### src/hw/isaPkg.sv
package isaPkg;

	// ============================================================
	// Word and field types
	// ============================================================
	typedef logic [15:0] word_t;
	typedef logic [1:0]  regIdx_t;
	typedef logic [3:0]  opcode_t;
	typedef logic [5:0]  func_t;
	typedef logic [7:0]  imm_t;
	typedef logic [11:0] target_t;

	localparam int numRegs = 4;
	localparam regIdx_t linkReg = 2'd2; // JAL and JRL write here

	// Field positions, widths follow the types above
	localparam int opLsb     = 12;
	localparam int rsLsb     = 10;
	localparam int rtLsb     = 8;
	localparam int rdLsb     = 6;
	localparam int fnLsb     = 0;
	localparam int immLsb    = 0;
	localparam int targetLsb = 0;

	// ============================================================
	// Opcodes
	// ============================================================
	localparam opcode_t opBne = 4'd0;
	localparam opcode_t opBeq = 4'd1;
	localparam opcode_t opBgz = 4'd2;
	localparam opcode_t opBlz = 4'd3;
	localparam opcode_t opAdi = 4'd4;
	localparam opcode_t opOri = 4'd5;
	localparam opcode_t opLhi = 4'd6;
	localparam opcode_t opLwd = 4'd7;
	localparam opcode_t opSwd = 4'd8;
	localparam opcode_t opJmp = 4'd9;
	localparam opcode_t opJal = 4'd10;
	localparam opcode_t opAlu = 4'd15; // R-type, func selects

	// ============================================================
	// R-type functions
	// ============================================================
	localparam func_t fnAdd = 6'd0;
	localparam func_t fnSub = 6'd1;
	localparam func_t fnAnd = 6'd2;
	localparam func_t fnOrr = 6'd3;
	localparam func_t fnNot = 6'd4;
	localparam func_t fnTcp = 6'd5;
	localparam func_t fnShl = 6'd6;
	localparam func_t fnShr = 6'd7;
	localparam func_t fnJpr = 6'd25;
	localparam func_t fnJrl = 6'd26;
	localparam func_t fnWwd = 6'd28;
	localparam func_t fnHlt = 6'd29;

endpackage

### src/hw/ctrlPkg.sv
package ctrlPkg;

	// ============================================================
	// Control encodings
	// ============================================================
	typedef enum logic [3:0] {
		aluAdd, aluSub, aluAnd, aluOr, aluNot, aluTcp, aluShl, aluShr, aluPassB
	} aluOp_e;

	typedef enum logic [1:0] {pcPlus1, pcBranch, pcJump, pcReg} pcSrc_e;
	typedef enum logic [1:0] {wbAlu, wbMem, wbLink} wbSel_e;
	typedef enum logic [1:0] {destRd, destRt, destLink} destSel_e;
	typedef enum logic [1:0] {brNe, brEq, brGz, brLz} brCond_e;
	typedef enum logic [1:0] {immSign, immZero, immHigh} immKind_e;

	typedef enum logic [2:0] {
		stFetch, stDecode, stExecute, stMemAccess, stWriteBack, stHalted
	} state_e;

	// ============================================================
	// Control bundles
	// ============================================================
	typedef struct packed {
		aluOp_e   aluOp;
		logic     aluSrcImm; // B operand is the extended immediate
		immKind_e immKind;
		pcSrc_e   pcSrc;
		logic     isBranch;
		brCond_e  brCond;
		logic     regWrite;
		destSel_e destSel;
		wbSel_e   wbSel;
		logic     memRead;
		logic     memWrite;
		logic     isWwd;
		logic     isHalt;
	} decodedCtrl_t;

	typedef struct packed {
		logic irLoad;      // Also advances the PC
		logic operandLoad;
		logic aluLoad;
		logic mdrLoad;
		logic pcLoad;      // Redirect from branch or jump
		logic rfWrite;
		logic wwdFire;
		logic addrFromAlu;
	} stepCtrl_t;

	localparam decodedCtrl_t nopCtrl = '{
		aluOp: aluAdd, aluSrcImm: 1'b0, immKind: immSign, pcSrc: pcPlus1,
		isBranch: 1'b0, brCond: brNe, regWrite: 1'b0, destSel: destRd,
		wbSel: wbAlu, memRead: 1'b0, memWrite: 1'b0, isWwd: 1'b0, isHalt: 1'b0
	};

	localparam stepCtrl_t stepIdle = '0;

endpackage

### src/hw/controlUnit.sv
`timescale 1ns/1ps

module controlUnit (
	input  isaPkg::word_t          instr,
	output ctrlPkg::decodedCtrl_t  ctrl
);

	isaPkg::opcode_t  opcode;
	isaPkg::func_t    func;
	ctrlPkg::aluOp_e  rOp;
	logic             rType;

	assign opcode = instr[isaPkg::opLsb +: $bits(isaPkg::opcode_t)];
	assign func   = instr[isaPkg::fnLsb +: $bits(isaPkg::func_t)];

	// Plain ALU functions of the R-type group
	always_comb begin
		rType = 1'b1;
		case (func)
			isaPkg::fnAdd: rOp = ctrlPkg::aluAdd;
			isaPkg::fnSub: rOp = ctrlPkg::aluSub;
			isaPkg::fnAnd: rOp = ctrlPkg::aluAnd;
			isaPkg::fnOrr: rOp = ctrlPkg::aluOr;
			isaPkg::fnNot: rOp = ctrlPkg::aluNot;
			isaPkg::fnTcp: rOp = ctrlPkg::aluTcp;
			isaPkg::fnShl: rOp = ctrlPkg::aluShl;
			isaPkg::fnShr: rOp = ctrlPkg::aluShr;
			default: begin
				rOp = ctrlPkg::aluAdd;
				rType = 1'b0;
			end
		endcase
	end

	always_comb begin
		ctrl = ctrlPkg::nopCtrl; // Undefined encodings stay inactive
		case (opcode)
			isaPkg::opAlu: begin
				if (rType) begin
					ctrl.aluOp = rOp;
					ctrl.regWrite = 1'b1;
					ctrl.destSel = ctrlPkg::destRd;
				end else begin
					case (func)
						isaPkg::fnJpr: ctrl.pcSrc = ctrlPkg::pcReg;
						isaPkg::fnJrl: begin
							ctrl.pcSrc = ctrlPkg::pcReg;
							ctrl.regWrite = 1'b1;
							ctrl.destSel = ctrlPkg::destLink;
							ctrl.wbSel = ctrlPkg::wbLink;
						end
						isaPkg::fnWwd: ctrl.isWwd = 1'b1;
						isaPkg::fnHlt: ctrl.isHalt = 1'b1;
						default: ;
					endcase
				end
			end
			isaPkg::opAdi, isaPkg::opOri, isaPkg::opLhi, isaPkg::opLwd: begin
				ctrl.aluSrcImm = 1'b1;
				ctrl.regWrite = 1'b1;
				ctrl.destSel = ctrlPkg::destRt;
				if (opcode == isaPkg::opOri) begin
					ctrl.aluOp = ctrlPkg::aluOr;
					ctrl.immKind = ctrlPkg::immZero;
				end else if (opcode == isaPkg::opLhi) begin
					ctrl.aluOp = ctrlPkg::aluPassB;
					ctrl.immKind = ctrlPkg::immHigh;
				end else if (opcode == isaPkg::opLwd) begin
					ctrl.wbSel = ctrlPkg::wbMem;
					ctrl.memRead = 1'b1;
				end
			end
			isaPkg::opSwd: begin
				ctrl.aluSrcImm = 1'b1; // Base plus signed offset
				ctrl.memWrite = 1'b1;
			end
			isaPkg::opBne, isaPkg::opBeq, isaPkg::opBgz, isaPkg::opBlz: begin
				ctrl.isBranch = 1'b1;
				ctrl.pcSrc = ctrlPkg::pcBranch;
				ctrl.brCond = ctrlPkg::brCond_e'(opcode[1:0]); // Opcodes 0..3 in order
			end
			isaPkg::opJmp: ctrl.pcSrc = ctrlPkg::pcJump;
			isaPkg::opJal: begin
				ctrl.pcSrc = ctrlPkg::pcJump;
				ctrl.regWrite = 1'b1;
				ctrl.destSel = ctrlPkg::destLink;
				ctrl.wbSel = ctrlPkg::wbLink;
			end
			default: ;
		endcase
	end

endmodule

### src/hw/cycleFsm.sv
`timescale 1ns/1ps

module cycleFsm (
	input  logic                  clk,
	input  logic                  rst,
	input  ctrlPkg::decodedCtrl_t ctrl,
	input  logic                  memReady,
	output ctrlPkg::stepCtrl_t    step,
	output logic                  memRead,
	output logic                  memWrite,
	output isaPkg::word_t         numInst,
	output logic                  halted
);

	ctrlPkg::state_e state;
	ctrlPkg::state_e nextState;
	logic            retire;

	always_ff @(posedge clk) begin
		if (rst) begin
			state <= ctrlPkg::stFetch;
			numInst <= '0;
		end else begin
			state <= nextState;
			if (retire)
				numInst <= numInst + 16'd1;
		end
	end

	always_comb begin
		nextState = state;
		step = ctrlPkg::stepIdle;
		retire = 1'b0;
		memRead = 1'b0;
		memWrite = 1'b0;
		case (state)
			ctrlPkg::stFetch: begin
				memRead = 1'b1;
				if (memReady) begin
					step.irLoad = 1'b1;
					nextState = ctrlPkg::stDecode;
				end
			end
			ctrlPkg::stDecode: begin
				step.operandLoad = 1'b1;
				nextState = ctrlPkg::stExecute;
			end
			ctrlPkg::stExecute: begin
				step.aluLoad = 1'b1;
				step.pcLoad = (ctrl.pcSrc != ctrlPkg::pcPlus1);
				step.wwdFire = ctrl.isWwd;
				if (ctrl.isHalt) begin
					retire = 1'b1;
					nextState = ctrlPkg::stHalted;
				end else if (ctrl.memRead || ctrl.memWrite) begin
					nextState = ctrlPkg::stMemAccess;
				end else if (ctrl.regWrite) begin
					nextState = ctrlPkg::stWriteBack;
				end else begin
					retire = 1'b1; // Branches, plain jumps, WWD, undefined
					nextState = ctrlPkg::stFetch;
				end
			end
			ctrlPkg::stMemAccess: begin
				step.addrFromAlu = 1'b1;
				memRead = ctrl.memRead;
				memWrite = ctrl.memWrite;
				if (memReady) begin
					step.mdrLoad = ctrl.memRead;
					if (ctrl.memWrite) begin
						retire = 1'b1;
						nextState = ctrlPkg::stFetch;
					end else begin
						nextState = ctrlPkg::stWriteBack;
					end
				end
			end
			ctrlPkg::stWriteBack: begin
				step.rfWrite = 1'b1;
				retire = 1'b1;
				nextState = ctrlPkg::stFetch;
			end
			default: nextState = ctrlPkg::stHalted; // Parked until reset
		endcase
	end

	assign halted = (state == ctrlPkg::stHalted);

endmodule

### src/hw/regFile.sv
`timescale 1ns/1ps

module regFile (
	input  logic            clk,
	input  logic            rst,
	input  isaPkg::regIdx_t rdAddrA,
	input  isaPkg::regIdx_t rdAddrB,
	input  logic            wrEn,
	input  isaPkg::regIdx_t wrAddr,
	input  isaPkg::word_t   wrData,
	output isaPkg::word_t   rdDataA,
	output isaPkg::word_t   rdDataB
);

	isaPkg::word_t regs [isaPkg::numRegs];

	always_ff @(posedge clk) begin
		if (rst) begin
			for (int i = 0; i < isaPkg::numRegs; i++) begin
				regs[i] <= '0;
			end
		end else if (wrEn) begin
			regs[wrAddr] <= wrData;
		end
	end

	// Asynchronous read ports
	assign rdDataA = regs[rdAddrA];
	assign rdDataB = regs[rdAddrB];

endmodule

### src/hw/alu.sv
`timescale 1ns/1ps

module alu (
	input  isaPkg::word_t    opA,
	input  isaPkg::word_t    opB,
	input  ctrlPkg::aluOp_e  op,
	input  ctrlPkg::brCond_e cond,
	output isaPkg::word_t    result,
	output logic             taken
);

	always_comb begin
		case (op)
			ctrlPkg::aluAdd:   result = opA + opB;
			ctrlPkg::aluSub:   result = opA - opB;
			ctrlPkg::aluAnd:   result = opA & opB;
			ctrlPkg::aluOr:    result = opA | opB;
			ctrlPkg::aluNot:   result = ~opA;
			ctrlPkg::aluTcp:   result = ~opA + 16'd1;
			ctrlPkg::aluShl:   result = {opA[14:0], 1'b0};
			ctrlPkg::aluShr:   result = {opA[15], opA[15:1]}; // Keeps the sign
			ctrlPkg::aluPassB: result = opB;
			default:           result = opA + opB;
		endcase
	end

	// Branch test on rs and rt, both signed
	always_comb begin
		case (cond)
			ctrlPkg::brNe: taken = (opA != opB);
			ctrlPkg::brEq: taken = (opA == opB);
			ctrlPkg::brGz: taken = ($signed(opA) > 16'sd0);
			ctrlPkg::brLz: taken = ($signed(opA) < 16'sd0);
			default:       taken = 1'b0;
		endcase
	end

endmodule

### src/hw/datapath.sv
`timescale 1ns/1ps

module datapath (
	input  logic                  clk,
	input  logic                  rst,
	input  ctrlPkg::decodedCtrl_t ctrl,
	input  ctrlPkg::stepCtrl_t    step,
	input  isaPkg::word_t         memRdata,
	output isaPkg::word_t         memAddr,
	output isaPkg::word_t         memWdata,
	output isaPkg::word_t         instr,
	output isaPkg::word_t         outPort
);

	isaPkg::word_t   pc;
	isaPkg::word_t   pcInc;
	isaPkg::word_t   linkPc;
	isaPkg::word_t   opA;
	isaPkg::word_t   opB;
	isaPkg::word_t   aluOut;
	isaPkg::word_t   mdr;
	isaPkg::word_t   rdDataA;
	isaPkg::word_t   rdDataB;
	isaPkg::word_t   immExt;
	isaPkg::word_t   aluB;
	isaPkg::word_t   aluResult;
	isaPkg::word_t   pcTarget;
	isaPkg::word_t   wrData;
	isaPkg::imm_t    imm;
	isaPkg::target_t target;
	isaPkg::regIdx_t rs;
	isaPkg::regIdx_t rt;
	isaPkg::regIdx_t rd;
	isaPkg::regIdx_t wrAddr;
	logic            taken;
	logic            redirect;

	// ============================================================
	// Instruction fields
	// ============================================================
	assign rs     = instr[isaPkg::rsLsb +: $bits(isaPkg::regIdx_t)];
	assign rt     = instr[isaPkg::rtLsb +: $bits(isaPkg::regIdx_t)];
	assign rd     = instr[isaPkg::rdLsb +: $bits(isaPkg::regIdx_t)];
	assign imm    = instr[isaPkg::immLsb +: $bits(isaPkg::imm_t)];
	assign target = instr[isaPkg::targetLsb +: $bits(isaPkg::target_t)];

	always_comb begin
		case (ctrl.immKind)
			ctrlPkg::immZero: immExt = {8'h00, imm};
			ctrlPkg::immHigh: immExt = {imm, 8'h00}; // LHI
			default:          immExt = {{8{imm[7]}}, imm};
		endcase
	end

	// ============================================================
	// Program counter
	// ============================================================
	assign pcInc = pc + 16'd1;

	always_comb begin
		case (ctrl.pcSrc)
			ctrlPkg::pcBranch: pcTarget = pc + immExt; // pc already holds PC+1
			ctrlPkg::pcJump:   pcTarget = {pc[15:12], target};
			ctrlPkg::pcReg:    pcTarget = opA;
			default:           pcTarget = pcInc;
		endcase
	end

	assign redirect = step.pcLoad && (!ctrl.isBranch || taken);

	always_ff @(posedge clk) begin
		if (rst)
			pc <= '0;
		else if (step.irLoad)
			pc <= pcInc;
		else if (redirect)
			pc <= pcTarget;
	end

	// ============================================================
	// Step registers and execution
	// ============================================================
	always_ff @(posedge clk) begin
		if (step.irLoad) begin
			instr <= memRdata;
			linkPc <= pcInc;
		end
		if (step.operandLoad) begin
			opA <= rdDataA;
			opB <= rdDataB;
		end
		if (step.aluLoad)
			aluOut <= aluResult;
		if (step.mdrLoad)
			mdr <= memRdata;
	end

	regFile rf (
		.clk     (clk),
		.rst     (rst),
		.rdAddrA (rs),
		.rdAddrB (rt),
		.wrEn    (step.rfWrite),
		.wrAddr  (wrAddr),
		.wrData  (wrData),
		.rdDataA (rdDataA),
		.rdDataB (rdDataB)
	);

	assign aluB = ctrl.aluSrcImm ? immExt : opB;

	alu aluUnit (
		.opA    (opA),
		.opB    (aluB),
		.op     (ctrl.aluOp),
		.cond   (ctrl.brCond),
		.result (aluResult),
		.taken  (taken)
	);

	always_comb begin
		case (ctrl.destSel)
			ctrlPkg::destRd: wrAddr = rd;
			ctrlPkg::destRt: wrAddr = rt;
			default:         wrAddr = isaPkg::linkReg;
		endcase
		case (ctrl.wbSel)
			ctrlPkg::wbMem:  wrData = mdr;
			ctrlPkg::wbLink: wrData = linkPc;
			default:         wrData = aluOut;
		endcase
	end

	assign memAddr  = step.addrFromAlu ? aluOut : pc;
	assign memWdata = opB;  // SWD stores rt
	assign outPort  = opA;  // WWD shows rs

endmodule

### src/hw/cpuTop.sv
`timescale 1ns/1ps

module cpuTop (
	input  logic          clk,
	input  logic          rst,
	input  isaPkg::word_t memRdata,
	input  logic          memReady,
	output isaPkg::word_t memAddr,
	output logic          memRead,
	output logic          memWrite,
	output isaPkg::word_t memWdata,
	output isaPkg::word_t outPort,
	output logic          outValid,
	output isaPkg::word_t numInst,
	output logic          halted
);

	isaPkg::word_t         instr;
	ctrlPkg::decodedCtrl_t ctrl;
	ctrlPkg::stepCtrl_t    step;

	controlUnit decoder (
		.instr (instr),
		.ctrl  (ctrl)
	);

	cycleFsm fsm (
		.clk      (clk),
		.rst      (rst),
		.ctrl     (ctrl),
		.memReady (memReady),
		.step     (step),
		.memRead  (memRead),
		.memWrite (memWrite),
		.numInst  (numInst),
		.halted   (halted)
	);

	datapath dp (
		.clk      (clk),
		.rst      (rst),
		.ctrl     (ctrl),
		.step     (step),
		.memRdata (memRdata),
		.memAddr  (memAddr),
		.memWdata (memWdata),
		.instr    (instr),
		.outPort  (outPort)
	);

	assign outValid = step.wwdFire; // One pulse in execute

endmodule

### config.mk
export PLATFORM = sky130hd
export DESIGN_NAME = cpuTop
export DESIGN_NICKNAME = d
export VERILOG_FILES = /design/src/hw/isaPkg.sv /design/src/hw/ctrlPkg.sv /design/src/hw/controlUnit.sv /design/src/hw/cycleFsm.sv /design/src/hw/regFile.sv /design/src/hw/alu.sv /design/src/hw/datapath.sv /design/src/hw/cpuTop.sv
export SDC_FILE = /design/constraint.sdc
export NUM_CORES = 1
export LEC_CHECK = 0
export BUFFER_PORTS_ARGS = -buffer_cell sky130_fd_sc_hd__buf_4
export CAP_MARGIN = 20
export CORE_MARGIN = 10
export CORE_UTILIZATION = 50
export DETAILED_ROUTE_END_ITERATION = 12
export PLACE_DENSITY = 0.68
export SYNTH_ARGS = -nofsm -noshare
export SYNTH_HDL_FRONTEND = slang
export SYNTH_HIERARCHICAL = 1
export SYNTH_SLANG_ARGS = --single-unit
### constraint.sdc
create_clock -name clk -period 10.7 [get_ports clk]
set_input_delay 2.14 -clock clk [delete_from_list [all_inputs] [get_ports clk]]
set_output_delay 2.14 -clock clk [all_outputs]
set_load 0.02 [all_outputs]
# After elaboration in Yosys (flattened, before gate mapping)
# Memory sizes are Yosys's and may differ from the RTL's. A register that Yosys moved wholly into a read port is not among the register bits.
# Index checks and enable logic that the tools add are counted.
# word_totals
ff_bits	99
latch_bits	0
mem_bits_rw	64
romBits	0
in_bits	19
output_inout_bits	68
word_cells	161
memories	1
# mem_list
name	words	word_bits	rd	rd_ports_with_merged_regs	write_ports	line	rtl
dp.rf.regs	4	16	2	2	4	regFile.sv:15	isaPkg::word_t regs [isaPkg::numRegs];
# classes
addsub	6
n_mul	0
n_div	0
n_lt_le_gt_ge	2
n_eq_ne	51
n_shift	0
muxes	70
bitwise_logic	3
reduce_logical	20
# op_table
op	n
16-bit case mux with 8 select lines	1
16-bit two-way mux	5
16-bit case mux with 2 select lines	2
16-bit by 1-bit adder with 16-bit output, second input constant	3
16-bit case mux with 3 select lines	1
16-bit adder	2
4-bit by 3-bit equality test with 1-bit output, second input constant	8
3-bit two-way mux	10
1-bit two-way mux	28
6-bit by 3-bit equality test with 1-bit output, second input constant	4
6-bit by 5-bit equality test with 1-bit output, second input constant	4
2-bit two-way mux	11
3-bit case mux with 7 select lines	1
4-bit equality test, second input constant	5
16-bit bitwise AND	1
16-bit equality test	1
4-bit by 2-bit equality test with 1-bit output, second input constant	4
16-bit by 1-bit > comparator with 1-bit output, second input constant	1
16-bit by 1-bit < comparator with 1-bit output, second input constant	1
16-bit inequality test	1
16-bit NOT	1
16-bit bitwise OR	1
16-bit OR reduction	1
16-bit subtractor	1
33 further kinds	54

# Depth between registers and ports, before layout
# logic_depth
depth_word	13
mapped_depth	23
mapped_depth_nobuf	21

# By module
# The synthesis kept the hierarchy.
# modules_own_cells
mod	instances	cells_each	area_per_inst_um2	seq_area_each_um2
datapath	1	529	5944.5	3203.1
alu	1	464	3243.1	0.0
regFile	1	182	3229.3	1921.8
cycleFsm	1	133	1098.6	380.4
controlUnit	1	43	269.0	0.0

# Worst setup path before layout
# Ideal clock, no wire load.
# synth_path
path_type	input port to flip-flop
from	in memReady
to	reg dp.pc[11]
setup_ps	119
arrival_time_ps	5892
t_required_ps	10581
slack_ps	4689
stages	8
path_buffers	3
cell_sequence	nor3b_1 buf_4 or2_2 clkbuf_1 clkbuf_1 nand4_1 a21oi_1 a21oi_1
# synth_via
elab_chain_cells	3
elab_cells_between_ends	4
cone_classes	mux (3); reduce/logical (1)
# synth_rtl
item	line	rtl
start: declaration	cpuTop.sv:7	input logic memReady,
1-bit two-way mux *	cycleFsm.sv:39	if (memReady) begin
1-bit two-way mux *	cycleFsm.sv:36	case (state)
16-bit two-way mux or 2-bit nonzero test (tied branches)	n/a	
end signal: assignment	datapath.sv:75	pc <= pcInc;
end signal: assignment	datapath.sv:77	pc <= pcTarget;
end: declaration	datapath.sv:15	isaPkg::word_t pc;
# Mark *: on every way between the ends. The rest lies on a longest branch, timed or not.
# A chain may end at the register's enable or synchronous reset.

==> flow_summary.json <==
{
  "cts_tree": "yes",
  "final-setup-viol-count": 0,
  "first_pass_grt_wire_length_um": 69700,
  "worstPathRequired_ps": 11030,
  "layout-area-overhead-vs-synth_pct": 10.6,
  "r2r_slack_ps": 4830,
  "core_area_sq_mm": 0.0270,
  "post_cts_buffers": 0,
  "io_pins": 87,
  "h-tree-depth": 4,
  "fin_skew_ps": 14.1,
  "placedInstanceArea_sq_mm": 0.0146,
  "vdd.ir_drop.worst_v": 0.000116,
  "detail_route.vias_per_cell": 6.57,
  "drc": 0,
  "drv_cap": 0,
  "mostFrequentLayoutCells": "sky130_fd_sc_hd__edfxtp_1 (160), sky130_fd_sc_hd__buf_4 (105), sky130_fd_sc_hd__nand2_1 (96)",
  "achievable-frequency_mhz": 170,
  "synth.ff_latch_count": 195,
  "report.final.slew_viol_count": 0,
  "insertion_delay_ps": 440,
  "initial_core_util_pct": 51.0,
  "ys_warn_count": 6,
  "wp_data_arrival_ps": 6200,
  "fin_tns_setup_ps": 0,
  "cts-buffers-inserted": 17,
  "maximum_number_of_pins_on_one_net_before_global_route_repair": 50,
  "clk_pin_slew_worst_paths_ps": 80,
  "cellPowerDensity_mw_per_mm2": 156,
  "synth_cell_types": 104,
  "synth-async-reset-ratio_pct": 0,
  "synthesis.nets": 1445,
  "most_common_cell_on_crit_path": "sky130_fd_sc_hd__a21oi_1",
  "layout_worst_path_cycle_share_pct": 54.9,
  "mappedNetlistArea_sq_mm": 0.0138,
  "number_of_synthesized_flops_with_an_enable_pin": 160,
  "cts_buffer_depth": 2,
  "syn_area_per_cell_sq_um": 10.2,
  "detailed_route_wire_length_um": 45500,
  "critical_path.max_stage_delay_ps": 670,
  "global_route.usage.total_pct": 26.6,
  "run_status": "complete, no violations",
  "worstSetupStartpoint": "dp/instr[14]",
  "first_global_vias": 11100,
  "drt_pre_antenna_iters": 6,
  "portBuffers": 86,
  "gpl.final_weighted_congestion": 0.956,
  "nFillCells": 2367,
  "antenna_left": 0,
  "die_w_um": 186,
  "cts_root_buf": "sky130_fd_sc_hd__clkbuf_16",
  "layout.cell_area.non_filler_sq_mm": 0.0153,
  "tightest_slew_ps": 1090,
  "path_class": "flip-flop to flip-flop",
  "critPathLaunchType": "flip-flop",
  "critical_hold_path_startpoint": "fsm/numInst[15]",
  "antenna_found_initial": 2,
  "initialDrtViolationCount": 1589,
  "postSynthCellCount": 1351,
  "route.detailed.wl_per_inst_um": 26.0,
  "cpMaxStageDelayCell": "sky130_fd_sc_hd__or4_1",
  "floorplan.die_area_sq_mm": 0.0346,
  "worst_setup_path_end_kind": "flip-flop",
  "detailroute.via_count": 11500,
  "detailedPlacementHpwl_um": 33600,
  "clock_sink_count": 195,
  "p_leak_nw": 5.73,
  "ys_dominant_reg_cell": "sky130_fd_sc_hd__edfxtp_1",
  "timing.critical_path.cells": "or2b_1, nor3_1, or2_1, mux2_2, inv_1, ha_1, or4_1, nor4_1, a21oi_1, a311oi_1, a21oi_1, nand2b_1, a31oi_1, a21oi_1, nor4b_1, a211o_1",
  "final_hold_viol_count": 0,
  "reg2regPathDepth": 16,
  "antenna-diode-count": 0,
  "layout_min_cycle_time_ps": 5870,
  "crit-reg2reg-capture": "dp/pc[14]",
  "std_cell_rows": 60,
  "hold_buffers": 0,
  "slew_headroom_pct": 27.1,
  "rsz_0062_raised_after_global_routing": "no",
  "worst-path-max-fanout": 16,
  "final_common_cell": "sky130_fd_sc_hd__edfxtp_1",
  "die_h_um": 186,
  "hp-class": "flip-flop to flip-flop",
  "cts_resized": 0,
  "nets": 1493,
  "grt_remaining_overflow": 0,
  "critPathCapture": "dp/pc[14]",
  "synth.yosys.seq_area_share_pct": 39.9,
  "timing.rr.start": "dp/instr[14]",
  "final_layout_size_suffix_gt1_share_pct": 18.3
}
layout make-up:
type / count / area [sq um] / share of cell area [%]
Clock buffer: 18 / 429 / 2.81
Clock inverter: 14 / 186 / 1.22
Inverter: 72 / 270 / 1.77
Multi-Input combinational cell: 1008 / 7650 / 50.1
Sequential cell: 195 / 5510 / 36.1
Tap cell: 341 / 427 / 2.80
Timing Repair Buffer: 105 / 788 / 5.17
flip-flops by register name, summed over array words and instances, names as in the netlist:
register and flops:
dp/outPort 16, dp/linkPc 16, fsm/numInst 16, dp/aluOut 16, dp/instr 16, dp/rf/regs 64, dp/mdr 16, dp/memWdata 16
dp/pc 16, fsm/state 3
critical path, delay by kind of cell (launching register included):
kind,cells,cell delay [ps]
adder cells (fa/ha/maj),1,360
buffers and inverters,1,90
flip-flops,1,510
multiplexers,1,450
AO/OA/AOI/OAI,6,1470
AND/OR/NAND/NOR,7,2880
worst min-delay path by stage:
stage / end / slack [ps] / depth (start not counted)
2_1_floorplan: dp/pc[0] / 490 / 2
3_3_place_gp: fsm/numInst[15] / 500 / 2
3_5_place_dp: fsm/numInst[15] / 510 / 2
4_1_cts: fsm/numInst[15] / 540 / 2
5_1_grt: fsm/numInst[15] / 560 / 2
6_report: fsm/numInst[15] / 530 / 2
power by group:
| part | leakage [nW] | total [mW] | switching (mW) | internal [mW] |
|---|---|---|---|---|
| Clock | 0.297 | 0.669 | 0.311 | 0.357 |
| Sequential | 1.85 | 0.976 | 0.0845 | 0.892 |
| Combinational | 3.58 | 0.731 | 0.458 | 0.273 |
synth_stat cells, types with 16 or more instances:
master	number	area, sq um
sky130_fd_sc_hd__xnor2_1	33	289
sky130_fd_sc_hd__nand3_1	35	175
sky130_fd_sc_hd__nor3_1	26	130
sky130_fd_sc_hd__o22ai_1	16	100
sky130_fd_sc_hd__dfxtp_1	35	701
sky130_fd_sc_hd__nor2b_1	25	156
sky130_fd_sc_hd__a31oi_1	20	125
sky130_fd_sc_hd__xor2_1	19	166
sky130_fd_sc_hd__nor2_1	69	259
sky130_fd_sc_hd__clkbuf_1	32	120
sky130_fd_sc_hd__ha_1	72	901
sky130_fd_sc_hd__mux2_2	30	338
sky130_fd_sc_hd__and2_1	71	444
sky130_fd_sc_hd__nand2_1	96	360
sky130_fd_sc_hd__a21oi_1	88	440
sky130_fd_sc_hd__mux4_2	34	766
sky130_fd_sc_hd__a22oi_1	20	150
sky130_fd_sc_hd__buf_2	23	115
sky130_fd_sc_hd__edfxtp_1	160	4800
sky130_fd_sc_hd__o21ai_0	66	330
sky130_fd_sc_hd__mux2i_1	18	180
sky130_fd_sc_hd__inv_1	67	251
through the flow:
| step | worst slack, ps | hold slack [ps] | cells | total power [mW] | utilization (%) |
|---|---|---|---|---|---|
| finish | 4830 | 533 | 1753 | 2.38 | 56.4 |
| global route | 4390 | 563 | 1753 | 2.48 | 56.4 |
| CTS | 4910 | 535 | 1753 | 2.37 | 56.4 |
| detailed placement | 4960 | 510 | 1721 | 1.70 | 54.2 |
| global placement | 5150 | 499 | 1721 | 1.70 | 54.2 |
| floorplan | 4690 | 490 | 1351 | 1.45 | - |
cell families after synthesis:
group                      share of synthesized area, %
buffers and inverters                              4.80
AOI/OAI and AO/OA                                  17.6
and+or+nand+nor                                    18.0
muxes                                              9.31
adders and majority gates                          6.97
DFF                                                39.9
xor gates and xnor gates                           3.42
metal layers:
| metal | part of all wire [%] | GRT usage (%) | wire length, um |
|---|---|---|---|
| met5 | 0.059 | 0 | 27 |
| met4 | 2.8 | 8.67 | 1290 |
| met3 | 8.2 | 3.94 | 3720 |
| met2 | 48 | 43.3 | 21700 |
| met1 | 41 | 35.7 | 18700 |
Note: power is estimated with default switching activity, not from simulation.
